==> src/verilog/rv_pkg.sv <==
/* rv_pkg
 * types and constants shared by every stage of the rv32i pipeline
 */
`default_nettype none

package rv_pkg;

    localparam int XLEN       = 32;                 // data and address width
    localparam int REG_ADDR_W = 5;                  // 32 architectural registers

    localparam logic [XLEN-1:0] INSTR_BYTES = 4;    // pc step, no compressed set

    // base opcodes of the supported subset
    localparam logic [6:0] OPC_OP     = 7'b0110011; // add sub and or xor slt
    localparam logic [6:0] OPC_OP_IMM = 7'b0010011; // only addi is kept
    localparam logic [6:0] OPC_LUI    = 7'b0110111;
    localparam logic [6:0] OPC_LOAD   = 7'b0000011; // lw only
    localparam logic [6:0] OPC_STORE  = 7'b0100011; // sw only
    localparam logic [6:0] OPC_BRANCH = 7'b1100011; // beq and bne
    localparam logic [6:0] OPC_JAL    = 7'b1101111;

    // class of a decoded instruction, picks the path through execute and retire
    typedef enum logic [2:0] {
        op_alu,
        op_load,
        op_store,
        op_branch,
        op_jump,
        op_nop                                      // unsupported encodings land here
    } op_type;

    typedef enum logic [2:0] {
        alu_add,
        alu_sub,
        alu_and,
        alu_or,
        alu_xor,
        alu_slt,
        alu_pass_b                                  // lui, immediate straight through
    } alu_op;

    typedef enum logic [1:0] {
        br_eq,
        br_ne,
        br_always                                   // jal
    } br_cond;

    typedef logic [3:0] tag_t;                      // counts redirects, wraps freely

endpackage

`default_nettype wire

==> src/verilog/pipe_if.sv <==
/* pipeline bundles
 * decode to execute and execute to retire stage registers
 */
`timescale 1ns/100ps
`default_nettype none

interface dec_exe_if import rv_pkg::*; ();
    logic [XLEN-1:0]       npc;         // pc + 4 of the instruction
    logic [XLEN-1:0]       op_a;        // rs1 value
    logic [XLEN-1:0]       op_b;        // immediate or rs2, by format
    logic [XLEN-1:0]       store_data;  // rs2 value, also the branch compare operand
    op_type                op;
    alu_op                 alu;
    br_cond                cond;
    logic [REG_ADDR_W-1:0] rd;          // zero when nothing is written back
    tag_t                  tag;
    logic                  valid;       // low for bubbles

    modport master (output npc, op_a, op_b, store_data, op, alu, cond, rd, tag, valid);
    modport slave  (input  npc, op_a, op_b, store_data, op, alu, cond, rd, tag, valid);
endinterface

interface exe_ret_if import rv_pkg::*; ();
    logic [XLEN-1:0]       result;      // alu value, memory address or link address
    logic [XLEN-1:0]       target;      // branch or jal destination
    logic                  jump;        // redirect requested
    op_type                op;
    logic [REG_ADDR_W-1:0] rd;
    logic [XLEN-1:0]       store_data;
    tag_t                  tag;
    logic                  valid;

    modport master (output result, target, jump, op, rd, store_data, tag, valid);
    modport slave  (input  result, target, jump, op, rd, store_data, tag, valid);
endinterface

`default_nettype wire

==> src/verilog/fetch.sv <==
/* fetch
 * program counter with jump redirect, stall and hazard hold, and tag count
 */
`timescale 1ns/100ps
`default_nettype none

module fetch import rv_pkg::*; #(
    parameter logic [XLEN-1:0] RESET_PC = '0    // address of the first instruction
) (
    input  logic            clk,
    input  logic            i_reset,
    input  logic            i_stall,            // freezes pc and tag
    input  logic            i_hazard,           // decode waits on an operand
    input  logic            i_jump,             // one-cycle redirect from retire
    input  logic [XLEN-1:0] i_new_pc,
    output logic [XLEN-1:0] o_pc,               // instruction address
    output logic [XLEN-1:0] o_npc,              // always o_pc + 4
    output tag_t            o_tag
);

    logic [XLEN-1:0] pc_next;

    always_comb begin
        if (i_jump)
            pc_next = i_new_pc;                 // redirect wins over a hazard hold
        else if (i_hazard)
            pc_next = o_pc;                     // present the same instruction again
        else
            pc_next = o_pc + INSTR_BYTES;
    end

    always_ff @(posedge clk) begin
        if (i_reset) begin
            o_pc  <= RESET_PC;
            o_npc <= RESET_PC + INSTR_BYTES;
            o_tag <= '0;
        end else if (!i_stall) begin
            o_pc  <= pc_next;
            o_npc <= pc_next + INSTR_BYTES;     // registered next to the pc
            if (i_jump)
                o_tag <= o_tag + 4'd1;          // the two younger ones keep the old tag
        end
    end

endmodule

`default_nettype wire

==> src/verilog/decoder.sv <==
/* decoder
 * field split, classification, immediates, operand select and hazard detect
 */
`timescale 1ns/100ps
`default_nettype none

module decoder import rv_pkg::*; (
    input  logic                  clk,
    input  logic                  i_reset,
    input  logic                  i_stall,
    input  logic [XLEN-1:0]       i_instruction,    // combinational from memory
    input  logic [XLEN-1:0]       i_npc,
    input  tag_t                  i_tag,
    output logic [REG_ADDR_W-1:0] o_reg_a,          // rs1 to regbank
    output logic [REG_ADDR_W-1:0] o_reg_b,          // rs2 to regbank
    input  logic [XLEN-1:0]       i_data_a,
    input  logic [XLEN-1:0]       i_data_b,
    input  logic [REG_ADDR_W-1:0] i_exe_rd,         // destination now in execute
    input  logic                  i_exe_valid,
    input  logic [REG_ADDR_W-1:0] i_ret_rd,         // destination now in retire
    input  logic                  i_ret_valid,
    output logic                  o_hazard,
    dec_exe_if.master             o_dx
);

    logic [6:0]            opcode;
    logic [2:0]            funct3;
    logic [XLEN-1:0]       imm_i, imm_s, imm_b, imm_u, imm_j;
    logic [XLEN-1:0]       imm;
    op_type                op;
    alu_op                 alu;
    br_cond                cond;
    logic                  use_imm;                 // operand b from the immediate
    logic                  use_a, use_b;            // which sources are really read
    logic [REG_ADDR_W-1:0] rd;
    logic                  raw_a, raw_b, mem_hz;

    assign opcode  = i_instruction[6:0];
    assign funct3  = i_instruction[14:12];
    assign o_reg_a = i_instruction[19:15];
    assign o_reg_b = i_instruction[24:20];

    // immediates of every format, sign from bit 31
    assign imm_i = {{20{i_instruction[31]}}, i_instruction[31:20]};
    assign imm_s = {{20{i_instruction[31]}}, i_instruction[31:25], i_instruction[11:7]};
    assign imm_b = {{19{i_instruction[31]}}, i_instruction[31], i_instruction[7],
                    i_instruction[30:25], i_instruction[11:8], 1'b0};
    assign imm_u = {i_instruction[31:12], 12'b0};
    assign imm_j = {{11{i_instruction[31]}}, i_instruction[31], i_instruction[19:12],
                    i_instruction[20], i_instruction[30:21], 1'b0};

    always_comb begin
        op      = op_nop;                           // anything unknown retires silently
        alu     = alu_add;                          // also the address adder
        cond    = br_always;
        imm     = imm_i;
        use_imm = 1'b1;
        use_a   = 1'b0;
        use_b   = 1'b0;
        case (opcode)
            OPC_OP: begin
                use_imm = 1'b0;
                use_a   = 1'b1;
                use_b   = 1'b1;
                op      = op_alu;
                case (funct3)
                    3'b000:  alu = i_instruction[30] ? alu_sub : alu_add;
                    3'b111:  alu = alu_and;
                    3'b110:  alu = alu_or;
                    3'b100:  alu = alu_xor;
                    3'b010:  alu = alu_slt;
                    default: op  = op_nop;          // shifts and sltu
                endcase
            end
            OPC_OP_IMM: begin
                use_a = 1'b1;
                if (funct3 == 3'b000)
                    op = op_alu;                    // addi
            end
            OPC_LUI: begin
                op  = op_alu;
                alu = alu_pass_b;
                imm = imm_u;
            end
            OPC_LOAD: begin
                use_a = 1'b1;
                if (funct3 == 3'b010)
                    op = op_load;
            end
            OPC_STORE: begin
                imm   = imm_s;
                use_a = 1'b1;
                use_b = 1'b1;
                if (funct3 == 3'b010)
                    op = op_store;
            end
            OPC_BRANCH: begin
                imm   = imm_b;                      // offset rides on operand b
                use_a = 1'b1;
                use_b = 1'b1;
                op    = op_branch;
                case (funct3)
                    3'b000:  cond = br_eq;
                    3'b001:  cond = br_ne;
                    default: op   = op_nop;
                endcase
            end
            OPC_JAL: begin
                op  = op_jump;
                imm = imm_j;
            end
            default: ;
        endcase
    end

    // only writers carry a destination, so r0 covers stores, branches and nops
    assign rd = (op == op_alu || op == op_load || op == op_jump) ? i_instruction[11:7] : '0;

    // read after write against execute and retire, r0 never waits
    assign raw_a = use_a && (o_reg_a != '0) &&
                   ((i_exe_valid && o_reg_a == i_exe_rd) || (i_ret_valid && o_reg_a == i_ret_rd));
    assign raw_b = use_b && (o_reg_b != '0) &&
                   ((i_exe_valid && o_reg_b == i_exe_rd) || (i_ret_valid && o_reg_b == i_ret_rd));
    // a load must not reach execute while a store holds the memory port in retire
    assign mem_hz   = (op == op_load) && i_exe_valid && (o_dx.op == op_store);
    assign o_hazard = raw_a || raw_b || mem_hz;

    always_ff @(posedge clk) begin
        if (i_reset) begin
            o_dx.valid <= 1'b0;
            o_dx.tag   <= '0;
        end else if (!i_stall) begin
            o_dx.valid <= !o_hazard;                // bubble while waiting
            o_dx.tag   <= i_tag;
        end
    end

    always_ff @(posedge clk) begin
        if (!i_stall) begin
            o_dx.npc        <= i_npc;
            o_dx.op_a       <= i_data_a;
            o_dx.op_b       <= use_imm ? imm : i_data_b;
            o_dx.store_data <= i_data_b;
            o_dx.op         <= op;
            o_dx.alu        <= alu;
            o_dx.cond       <= cond;
            o_dx.rd         <= rd;
        end
    end

endmodule

`default_nettype wire

==> src/verilog/regbank.sv <==
/* regbank
 * 32 x XLEN register file, one clocked write and two combinational reads
 */
`timescale 1ns/100ps
`default_nettype none

module regbank import rv_pkg::*; (
    input  logic                  clk,
    input  logic                  i_we,
    input  logic [REG_ADDR_W-1:0] i_wr_addr,
    input  logic [XLEN-1:0]       i_wr_data,
    input  logic [REG_ADDR_W-1:0] i_rd_addr_a,
    input  logic [REG_ADDR_W-1:0] i_rd_addr_b,
    output logic [XLEN-1:0]       o_rd_data_a,
    output logic [XLEN-1:0]       o_rd_data_b
);

    logic [XLEN-1:0] regs [2**REG_ADDR_W];

    always_ff @(posedge clk) begin
        if (i_we && i_wr_addr != '0)                // r0 is hardwired
            regs[i_wr_addr] <= i_wr_data;
    end

    // no bypass, decode waits for the write through the hazard check
    assign o_rd_data_a = (i_rd_addr_a == '0) ? '0 : regs[i_rd_addr_a];
    assign o_rd_data_b = (i_rd_addr_b == '0) ? '0 : regs[i_rd_addr_b];

endmodule

`default_nettype wire

==> src/verilog/execute.sv <==
/* execute
 * alu, branch compare, jump target and load address with read strobe
 */
`timescale 1ns/100ps
`default_nettype none

module execute import rv_pkg::*; (
    input  logic            clk,
    input  logic            i_reset,
    input  logic            i_stall,
    dec_exe_if.slave        i_dx,
    exe_ret_if.master       o_er,
    output logic            o_read,             // load strobe for the data memory
    output logic [XLEN-1:0] o_mem_address
);

    logic [XLEN-1:0] alu_out;
    logic            taken;

    always_comb begin
        case (i_dx.alu)
            alu_sub:    alu_out = i_dx.op_a - i_dx.op_b;
            alu_and:    alu_out = i_dx.op_a & i_dx.op_b;
            alu_or:     alu_out = i_dx.op_a | i_dx.op_b;
            alu_xor:    alu_out = i_dx.op_a ^ i_dx.op_b;
            alu_slt:    alu_out = {{(XLEN-1){1'b0}}, $signed(i_dx.op_a) < $signed(i_dx.op_b)};
            alu_pass_b: alu_out = i_dx.op_b;
            default:    alu_out = i_dx.op_a + i_dx.op_b;   // add, lw and sw address
        endcase
    end

    // branches compare against rs2, operand b holds the offset
    always_comb begin
        case (i_dx.cond)
            br_eq:   taken = (i_dx.op_a == i_dx.store_data);
            br_ne:   taken = (i_dx.op_a != i_dx.store_data);
            default: taken = 1'b1;
        endcase
    end

    // memory reads in this cycle, data comes back while the load is in retire
    assign o_read        = i_dx.valid && (i_dx.op == op_load);
    assign o_mem_address = alu_out;

    always_ff @(posedge clk) begin
        if (i_reset) begin
            o_er.valid <= 1'b0;
            o_er.tag   <= '0;
        end else if (!i_stall) begin
            o_er.valid <= i_dx.valid;
            o_er.tag   <= i_dx.tag;
        end
    end

    always_ff @(posedge clk) begin
        if (!i_stall) begin
            o_er.result     <= (i_dx.op == op_jump) ? i_dx.npc : alu_out;   // jal links
            o_er.target     <= i_dx.npc - INSTR_BYTES + i_dx.op_b;          // own pc + offset
            o_er.jump       <= (i_dx.op == op_branch || i_dx.op == op_jump) && taken;
            o_er.op         <= i_dx.op;
            o_er.rd         <= i_dx.rd;
            o_er.store_data <= i_dx.store_data;
        end
    end

endmodule

`default_nettype wire

==> src/verilog/retire.sv <==
/* retire
 * tag check, register writeback, store issue and pc redirect
 */
`timescale 1ns/100ps
`default_nettype none

module retire import rv_pkg::*; (
    input  logic                  clk,
    input  logic                  i_reset,
    input  logic                  i_stall,
    exe_ret_if.slave              i_er,
    input  logic [XLEN-1:0]       i_data_in,        // load data, one cycle after the read
    output logic                  o_reg_we,
    output logic [REG_ADDR_W-1:0] o_wr_addr,
    output logic [XLEN-1:0]       o_wr_data,
    output logic                  o_jump,           // redirect pulse to fetch
    output logic [XLEN-1:0]       o_new_pc,
    output logic [3:0]            o_write,          // byte enables, all or nothing
    output logic [XLEN-1:0]       o_write_address,
    output logic [XLEN-1:0]       o_data_out,
    output logic [REG_ADDR_W-1:0] o_ret_rd,         // for the hazard check in decode
    output logic                  o_ret_valid
);

    tag_t exp_tag;                                  // tag of the path being committed
    logic accept;

    // wrong-path instructions still carry the tag from before the redirect
    assign accept = i_er.valid && (i_er.tag == exp_tag);

    assign o_reg_we  = accept && (i_er.op == op_alu || i_er.op == op_load ||
                                  i_er.op == op_jump);
    assign o_wr_addr = i_er.rd;
    assign o_wr_data = (i_er.op == op_load) ? i_data_in : i_er.result;

    assign o_jump   = accept && i_er.jump;
    assign o_new_pc = i_er.target;

    assign o_write         = {4{accept && (i_er.op == op_store)}};
    assign o_write_address = i_er.result;           // address from the execute adder
    assign o_data_out      = i_er.store_data;

    assign o_ret_rd    = i_er.rd;
    assign o_ret_valid = accept;

    always_ff @(posedge clk) begin
        if (i_reset)
            exp_tag <= '0;
        else if (!i_stall && o_jump)
            exp_tag <= exp_tag + 4'd1;              // same edge as the fetch tag
    end

endmodule

`default_nettype wire

==> src/verilog/rv_core.sv <==
/* rv_core
 * four-stage rv32i subset core, connects the stages and the data port
 */
`timescale 1ns/100ps
`default_nettype none

module rv_core import rv_pkg::*; #(
    parameter logic [XLEN-1:0] RESET_PC = '0
) (
    input  logic            clk,
    input  logic            i_reset,
    input  logic            i_stall,            // holds every stage
    output logic [XLEN-1:0] o_instr_address,
    input  logic [XLEN-1:0] i_instruction,      // same-cycle instruction memory
    output logic            o_enable,
    output logic [3:0]      o_write,
    output logic [XLEN-1:0] o_data_address,
    output logic [XLEN-1:0] o_data_out,
    input  logic [XLEN-1:0] i_data_in           // registered data memory
);

    logic [XLEN-1:0]       npc, new_pc;
    tag_t                  tag;
    logic                  hazard, jump;
    logic [REG_ADDR_W-1:0] reg_a, reg_b, wr_addr, ret_rd;
    logic [XLEN-1:0]       data_a, data_b, wr_data;
    logic                  reg_we, ret_valid, mem_read;
    logic [XLEN-1:0]       read_address, write_address;

    dec_exe_if dx ();
    exe_ret_if er ();

    fetch #(.RESET_PC(RESET_PC)) fetch_i (
        .clk(clk), .i_reset(i_reset), .i_stall(i_stall),
        .i_hazard(hazard), .i_jump(jump), .i_new_pc(new_pc),
        .o_pc(o_instr_address), .o_npc(npc), .o_tag(tag)
    );

    decoder decoder_i (
        .clk(clk), .i_reset(i_reset), .i_stall(i_stall),
        .i_instruction(i_instruction), .i_npc(npc), .i_tag(tag),
        .o_reg_a(reg_a), .o_reg_b(reg_b), .i_data_a(data_a), .i_data_b(data_b),
        .i_exe_rd(dx.rd), .i_exe_valid(dx.valid),
        .i_ret_rd(ret_rd), .i_ret_valid(ret_valid),
        .o_hazard(hazard), .o_dx(dx)
    );

    regbank regbank_i (
        .clk(clk), .i_we(reg_we), .i_wr_addr(wr_addr), .i_wr_data(wr_data),
        .i_rd_addr_a(reg_a), .i_rd_addr_b(reg_b),
        .o_rd_data_a(data_a), .o_rd_data_b(data_b)
    );

    execute execute_i (
        .clk(clk), .i_reset(i_reset), .i_stall(i_stall),
        .i_dx(dx), .o_er(er), .o_read(mem_read), .o_mem_address(read_address)
    );

    retire retire_i (
        .clk(clk), .i_reset(i_reset), .i_stall(i_stall),
        .i_er(er), .i_data_in(i_data_in),
        .o_reg_we(reg_we), .o_wr_addr(wr_addr), .o_wr_data(wr_data),
        .o_jump(jump), .o_new_pc(new_pc),
        .o_write(o_write), .o_write_address(write_address), .o_data_out(o_data_out),
        .o_ret_rd(ret_rd), .o_ret_valid(ret_valid)
    );

    // single data port, a store in retire takes it over a load in execute
    always_comb begin
        if (o_write != '0)
            o_data_address = {write_address[XLEN-1:2], 2'b00};
        else
            o_data_address = {read_address[XLEN-1:2], 2'b00};  // word access only
        o_enable = (o_write != '0) || mem_read;
    end

endmodule

`default_nettype wire

==> config.mk <==
export PLATFORM = sky130hd
export DESIGN_NAME = rv_core
export DESIGN_NICKNAME = d
export VERILOG_FILES = /design/src/verilog/rv_pkg.sv /design/src/verilog/pipe_if.sv /design/src/verilog/fetch.sv /design/src/verilog/decoder.sv /design/src/verilog/regbank.sv /design/src/verilog/execute.sv /design/src/verilog/retire.sv /design/src/verilog/rv_core.sv
export SDC_FILE = /design/constraint.sdc
export NUM_CORES = 2
export LEC_CHECK = 0
export BUFFER_PORTS_ARGS = -buffer_cell sky130_fd_sc_hd__buf_2
export CORE_ASPECT_RATIO = 0.5
export CORE_MARGIN = 5
export CORE_UTILIZATION = 55
export CTS_BUF_LIST = sky130_fd_sc_hd__clkbuf_4 sky130_fd_sc_hd__clkbuf_8
export CTS_CLUSTER_DIAMETER = 200
export DETAILED_ROUTE_END_ITERATION = 10
export PLACE_DENSITY = 0.71
export SYNTH_ARGS = -nofsm -noshare
export SYNTH_HDL_FRONTEND = slang
export SYNTH_SLANG_ARGS = --single-unit
==> constraint.sdc <==
create_clock -name clk -period 13.1 [get_ports clk]
set_input_delay 1.965 -clock clk [delete_from_list [all_inputs] [get_ports clk]]
set_output_delay 1.965 -clock clk [all_outputs]
set_load 0.05 [all_outputs]
# Yosys cells after proc, flatten, opt, wreduce, memory -nomap -nowiden

Memories as Yosys holds them, arrays and structs flattened. A register that Yosys moved wholly into a read port is not among the register bits.
Cells that the tools add are included.

Add/sub/neg operators: 8
$lt $le $gt $ge: 1
Eq/ne operators: 35
Multiplexer cells: 24
Bitwise operators: 4
Reduce and logical (&&, ||, !) cells: 45

Operators by type and width:

| cell                                                                   | count |
|---|---|
| 32-bit 2-to-1 mux                                                      | 7 |
| 32-bit case mux with 6 select lines                                    | 1 |
| 31-bit case mux with 4 select lines                                    | 1 |
| 32-bit by 3-bit adder with 32-bit output (second input constant)       | 2 |
| 32-bit adder                                                           | 2 |
| 32-bit bitwise AND                                                     | 1 |
| 32-bit equality test                                                   | 1 |
| 32-bit less-than comparator                                            | 1 |
| 32-bit inequality test                                                 | 1 |
| 32-bit OR                                                              | 1 |
| 32-bit by 3-bit subtractor with 32-bit output (second input constant)  | 1 |
| 32-bit subtractor                                                      | 1 |
| 32-bit bitwise XOR                                                     | 1 |
| 3-bit equality test (second input constant)                            | 9 |
| 7-bit by 6-bit equality test with 1-bit output (second input constant) | 3 |
| 3-bit case mux with 7 select lines                                     | 1 |
| 5-bit equality test                                                    | 4 |
| 3-bit by 2-bit equality test with 1-bit output (second input constant) | 6 |
| 1-bit logical AND                                                      | 18 |
| 3-bit by 1-bit equality test with 1-bit output (second input constant) | 5 |
| 3-bit 2-to-1 mux                                                       | 5 |
| 3-bit case mux with 5 select lines                                     | 1 |
| 5-bit nonzero test                                                     | 3 |
| 7-bit equality test (second input constant)                            | 2 |
| 19 further kinds                                                       | 39 |

Register bits after elaboration: 296
RAM bits: 1024
Bits of input ports: 67
Output and inout port bits: 101
Logic and storage cells: 139
Memories: 1

Memory list:

| memory         | depth | width | read ports | clocked after Yosys merged registers in | write ports | RTL line      | source |
|---|---|---|---|---|---|---|---|
| regbank_i.regs | 32    | 32    | 2          | 1                                       | 1           | regbank.sv:18 | `logic [XLEN-1:0] regs [2**REG_ADDR_W];` |

# Longest topological paths before layout

Word-level depth: 11
Mapped depth: 20
Gate-level depth less buffers: 17

# Hierarchy

A second synthesis with hierarchy kept.

Cells, all modules: 5197
Area, all modules: 72069.1 um^2

Modules (own cells, without submodules):

| module  | instances | cells an instance | area each (um^2) | seq. area each (um^2) |
|---|---|---|---|---|
| regbank | 1         | 2564              | 47929.7          | 30749.5 |
| execute | 1         | 1512              | 12315.6          | 3253.1 |
| decoder | 1         | 376               | 5836.8           | 4334.2 |
| fetch   | 1         | 528               | 4058.9           | 1321.3 |
| retire  | 1         | 179               | 1510.2           | 80.1 |
| rv_core | 1         | 38                | 417.9            | 0.0 |

# Least setup slack after synthesis

Ideal clock, no wire load.

Kind: input -> register
Start point: in i_stall
End point: reg fetch_i.o_npc[21]
Library setup time: 484 ps
Data arrival time: 9378 ps
Data required time: 12616 ps
Slack: 3238 ps
Stages on the path: 4
Path buffers: 2
Path through: inv_1 -> clkbuf_1 -> buf_1 -> a211oi_1

RTL lines:

| what                   | RTL line      | source |
|---|---|---|
| start: declaration     | rv_core.sv:12 | `input logic i_stall,` |
| end signal: assignment | fetch.sv:35   | `o_npc <= RESET_PC + INSTR_BYTES;` |
| end signal: assignment | fetch.sv:39   | `o_npc <= pc_next + INSTR_BYTES;` |
| end: declaration       | fetch.sv:17   | `output logic [XLEN-1:0] o_npc,` |

No word-level cell between the ends.

# Final worst setup path

Start point: reg decoder_i.o_dx.op_b[0]
End point: out o_data_address[30]

Longest elaborated chain between the ends: 3
Elaborated cells on any way between the ends: 4
Those cells by class: 2 x add/sub; 2 x mux

RTL lines:

| what                                              | RTL line                     | source |
|---|---|---|
| start: declaration                                | pipe_if.sv:19                | `modport master (output npc, op_a, op_b, store_data, op, alu, cond, rd, tag, valid);` |
| start signal: assignment                          | decoder.sv:142               | `o_dx.op_b <= use_imm ? imm : i_data_b;` |
| 32-bit adder or 32-bit subtractor (tied branches) | execute.sv:28, execute.sv:22 |  |
| 32-bit case mux with 6 select lines *             | execute.sv:21                | `case (i_dx.alu)` |
| 32-bit 2-to-1 mux *                               | rv_core.sv:70                | `if (o_write != '0)` |
| end: declaration                                  | rv_core.sv:17                | `output logic [XLEN-1:0] o_data_address,` |

Every way passes the cells marked *; elsewhere a longest branch is shown, timed or not.

==> summary.txt <==
Final setup vio count: 0
Die area: 134000 µm²
Worst-Skew Late Latency: 970 ps
CTS tree: yes
RSZ-0062 raised after global routing: no
Remaining antenna violation count: 0
Pin count of the biggest net entering global routing: 102
Run status: complete, no violations
Total grt overflow: 0
Yosys cell types: 94
RD Place Congestion: 0.936
Root Driver: clkbuf_8
Net count, final: 5144
Max FO, Critical Path: 5
Critical Path Sink Type: output port
CTS-repair resized insts: 0
Vias/cell: 6.79
Final Hold Viols: 0
Yosys top cell by area: edfxtp_1
Core ar.: 126000 µm²
Most common cell after layout, fill and taps aside: edfxtp_1
Slew margin rel.: 0.223
Share of cells above drive strength 1: 0.238
CP Launch Type: register
Site row count: 92
Post-synthesis register bit count: 1350
H-Tree Level Count: 4
Achievable Freq: 126 MHz
WL/cell: 31.8 µm
Hold-fix buffers, CTS: 0
Initial antenna violation count: 11
Drt pass-1 iters: 6
Dpl hpwl: 136000 µm
Worst hold path class: register to register
Post-CTS Setup Inserts: 0
Post-synth EDFFs: 1270
Maxcap violations: 0
Fraction of registers with async set/reset: 0
GR Util All Layers: 0.317
Sequential share of the synthesized area: 0.570
Clock sink total: 1350
Initial core utilization: 0.553
Crit path time final: 7910 ps
Vias in the first global route: 44898
First-pass GRT wire length: 309000 µm
Synthesis Warnings: 0
Deepest clock path buffer count: 3
Routed Wire Length: 215000 µm
Final slew viol count: 0
Post-route clock period utilization: 0.604
Die Ht: 262 µm
Num CTS Buffers: 189
PortBufs: 165
Pwr Density: 129 nW/µm²
Cells after synthesis: 4750
Worst Max-Slew Pin Slew: 1160 ps
Synth Flop Type: edfxtp_1
WP data arrival: 5940 ps
Max VDD drop: 0.0913 mV
IO Count: 168
Avg Cell Area, Syn: 14.7 µm²
P_leak: 26.3 nW
# DRC: 0
Mapped Area: 69700 µm²
Top cells by area, synth: edfxtp_1 55%, mux4_2 18%, mux2i_1 3.0%
Setup TNS: 0 ps
CP Class: register to output port
Slack of the critical path: 5190 ps
Highest-count cells in the layout ignoring fill and taps: 1270 x edfxtp_1, 544 x mux4_2, 353 x nor2_1, 226 x a21oi_1, 208 x mux2i_1
Proportion of netlist area held by the largest area contributor: 0.547
Worst Skew: 76.4 ps
Clock transition at path regs: 80 ps
Layout overhead on the synthesized area: 9.43%
Pre-CTS WS: 5720 ps
Critical Path RT: 11140 ps
Vias: 45881
Die X: 513 µm
Iteration-0 DRC Markers: 6608
metrics by stage:
step                 util  instances  cell area (µm²)  power (mW)  hold WS [ps]
global placement    0.576       6414            72500        6.53           417
global route        0.605       6756            76200        10.2           443
finish              0.606       6762            76300        9.85           434
detailed placement  0.576       6414            72500        6.56           425
CTS                 0.605       6755            76200        9.85           438
floorplan               -       4783            69800        6.08           401
sequential cells by signal (all words and copies together), names as in the netlist:
name                       flops
decoder_i.o_dx.store_data     32
execute_i.o_er.op              3
retire_i.exp_tag               4
fetch_i.o_tag                  4
decoder_i.o_dx.valid           1
decoder_i.o_dx.op_a           32
fetch_i.o_npc                 32
execute_i.o_er.store_data     32
fetch_i.o_pc                  30
execute_i.o_er.valid           1
decoder_i.o_dx.npc            32
decoder_i.o_dx.alu             3
decoder_i.o_dx.op_b           32
decoder_i.o_dx.tag             4
decoder_i.o_dx.cond            2
execute_i.o_er.rd              5
execute_i.o_er.tag             4
regbank_i.regs              1024
decoder_i.o_dx.rd              5
execute_i.o_er.result         32
decoder_i.o_dx.op              3
execute_i.o_er.target         32
execute_i.o_er.jump            1
kinds of logic (layout without fill, tap and decap cells):
logic type / count (synthesis) / in the layout / synth area share
other: 1 / 41 / 0.0000538
buffers and inverters: 528 / 808 / 0.0295
adders and majority gates: 164 / 164 / 0.0298
xor gates and xnor gates: 143 / 143 / 0.0180
DFF: 1350 / 1350 / 0.570
and+or+nand+nor: 935 / 935 / 0.0626
muxes: 794 / 794 / 0.212
AOI/OAI and AO/OA: 835 / 835 / 0.0775
routing by layer:
| metal | wire [µm] | track usage |
|---|---|---|
| met5 | 27 | 0 |
| met4 | 6790 | 0.104 |
| met2 | 96600 | 0.485 |
| met3 | 28400 | 0.0985 |
| met1 | 83300 | 0.441 |
report_power, final:
part	switching [mW]	leakage [nW]	internal, mW
Combinational	0.953	12.0	0.503
Sequential	0.104	12.4	4.94
Clock	1.70	1.97	1.65
cell usage after synthesis (80+ instances only):
library cell,count
mux2i_1,208
buf_1,84
ha_1,161
edfxtp_1,1270
inv_1,209
a21oi_1,226
nor2_1,379
nand2_1,201
clkbuf_1,205
o21ai_0,188
xnor2_1,102
mux4_2,544
dfxtp_1,80
critical path: stages (launching register included):
cell,delay [ps]
edfxtp_1,510
ha_1,220
inv_1,60
fa_1,400
nor2b_1,150
o21ai_0,310
a21oi_1,190
o21ai_0,320
a311oi_1,260
a211o_1,390
a311oi_1,720
o21ai_0,490
nor4_1,320
a2bb2oi_1,300
o31ai_1,120
buf_2,220
path summary, 6_finish.rpt:
check / startpoint / endpoint / slack, ps / depth (start not counted)
setup / recovery: decoder_i.o_dx.op_b[0]$_DFFE_PN_ / o_data_address[30] / 5190 / 15
hold / removal: fetch_i.o_npc[7]$_SDFFE_PP0N_ / decoder_i.o_dx.npc[7]$_DFFE_PN_ / 430 / 0
setup reg to reg: decoder_i.o_dx.op_b[0]$_DFFE_PN_ / execute_i.o_er.result[0]$_DFFE_PN_ / 7680 / 15
hold reg to reg: fetch_i.o_npc[7]$_SDFFE_PP0N_ / decoder_i.o_dx.npc[7]$_DFFE_PN_ / 430 / 0
final cells by class:
class,count,area [µm²]
antenna,7,17.5
clock buffer,254,3130
clock inverter,87,598
fill,9439,49700
inverter,211,800
multi-input combinational,2905,28300
sequential,1350,39700
tap,1692,2120
timing repair buffer,256,1590
No activity file was read; power rests on OpenSTA's default activity.
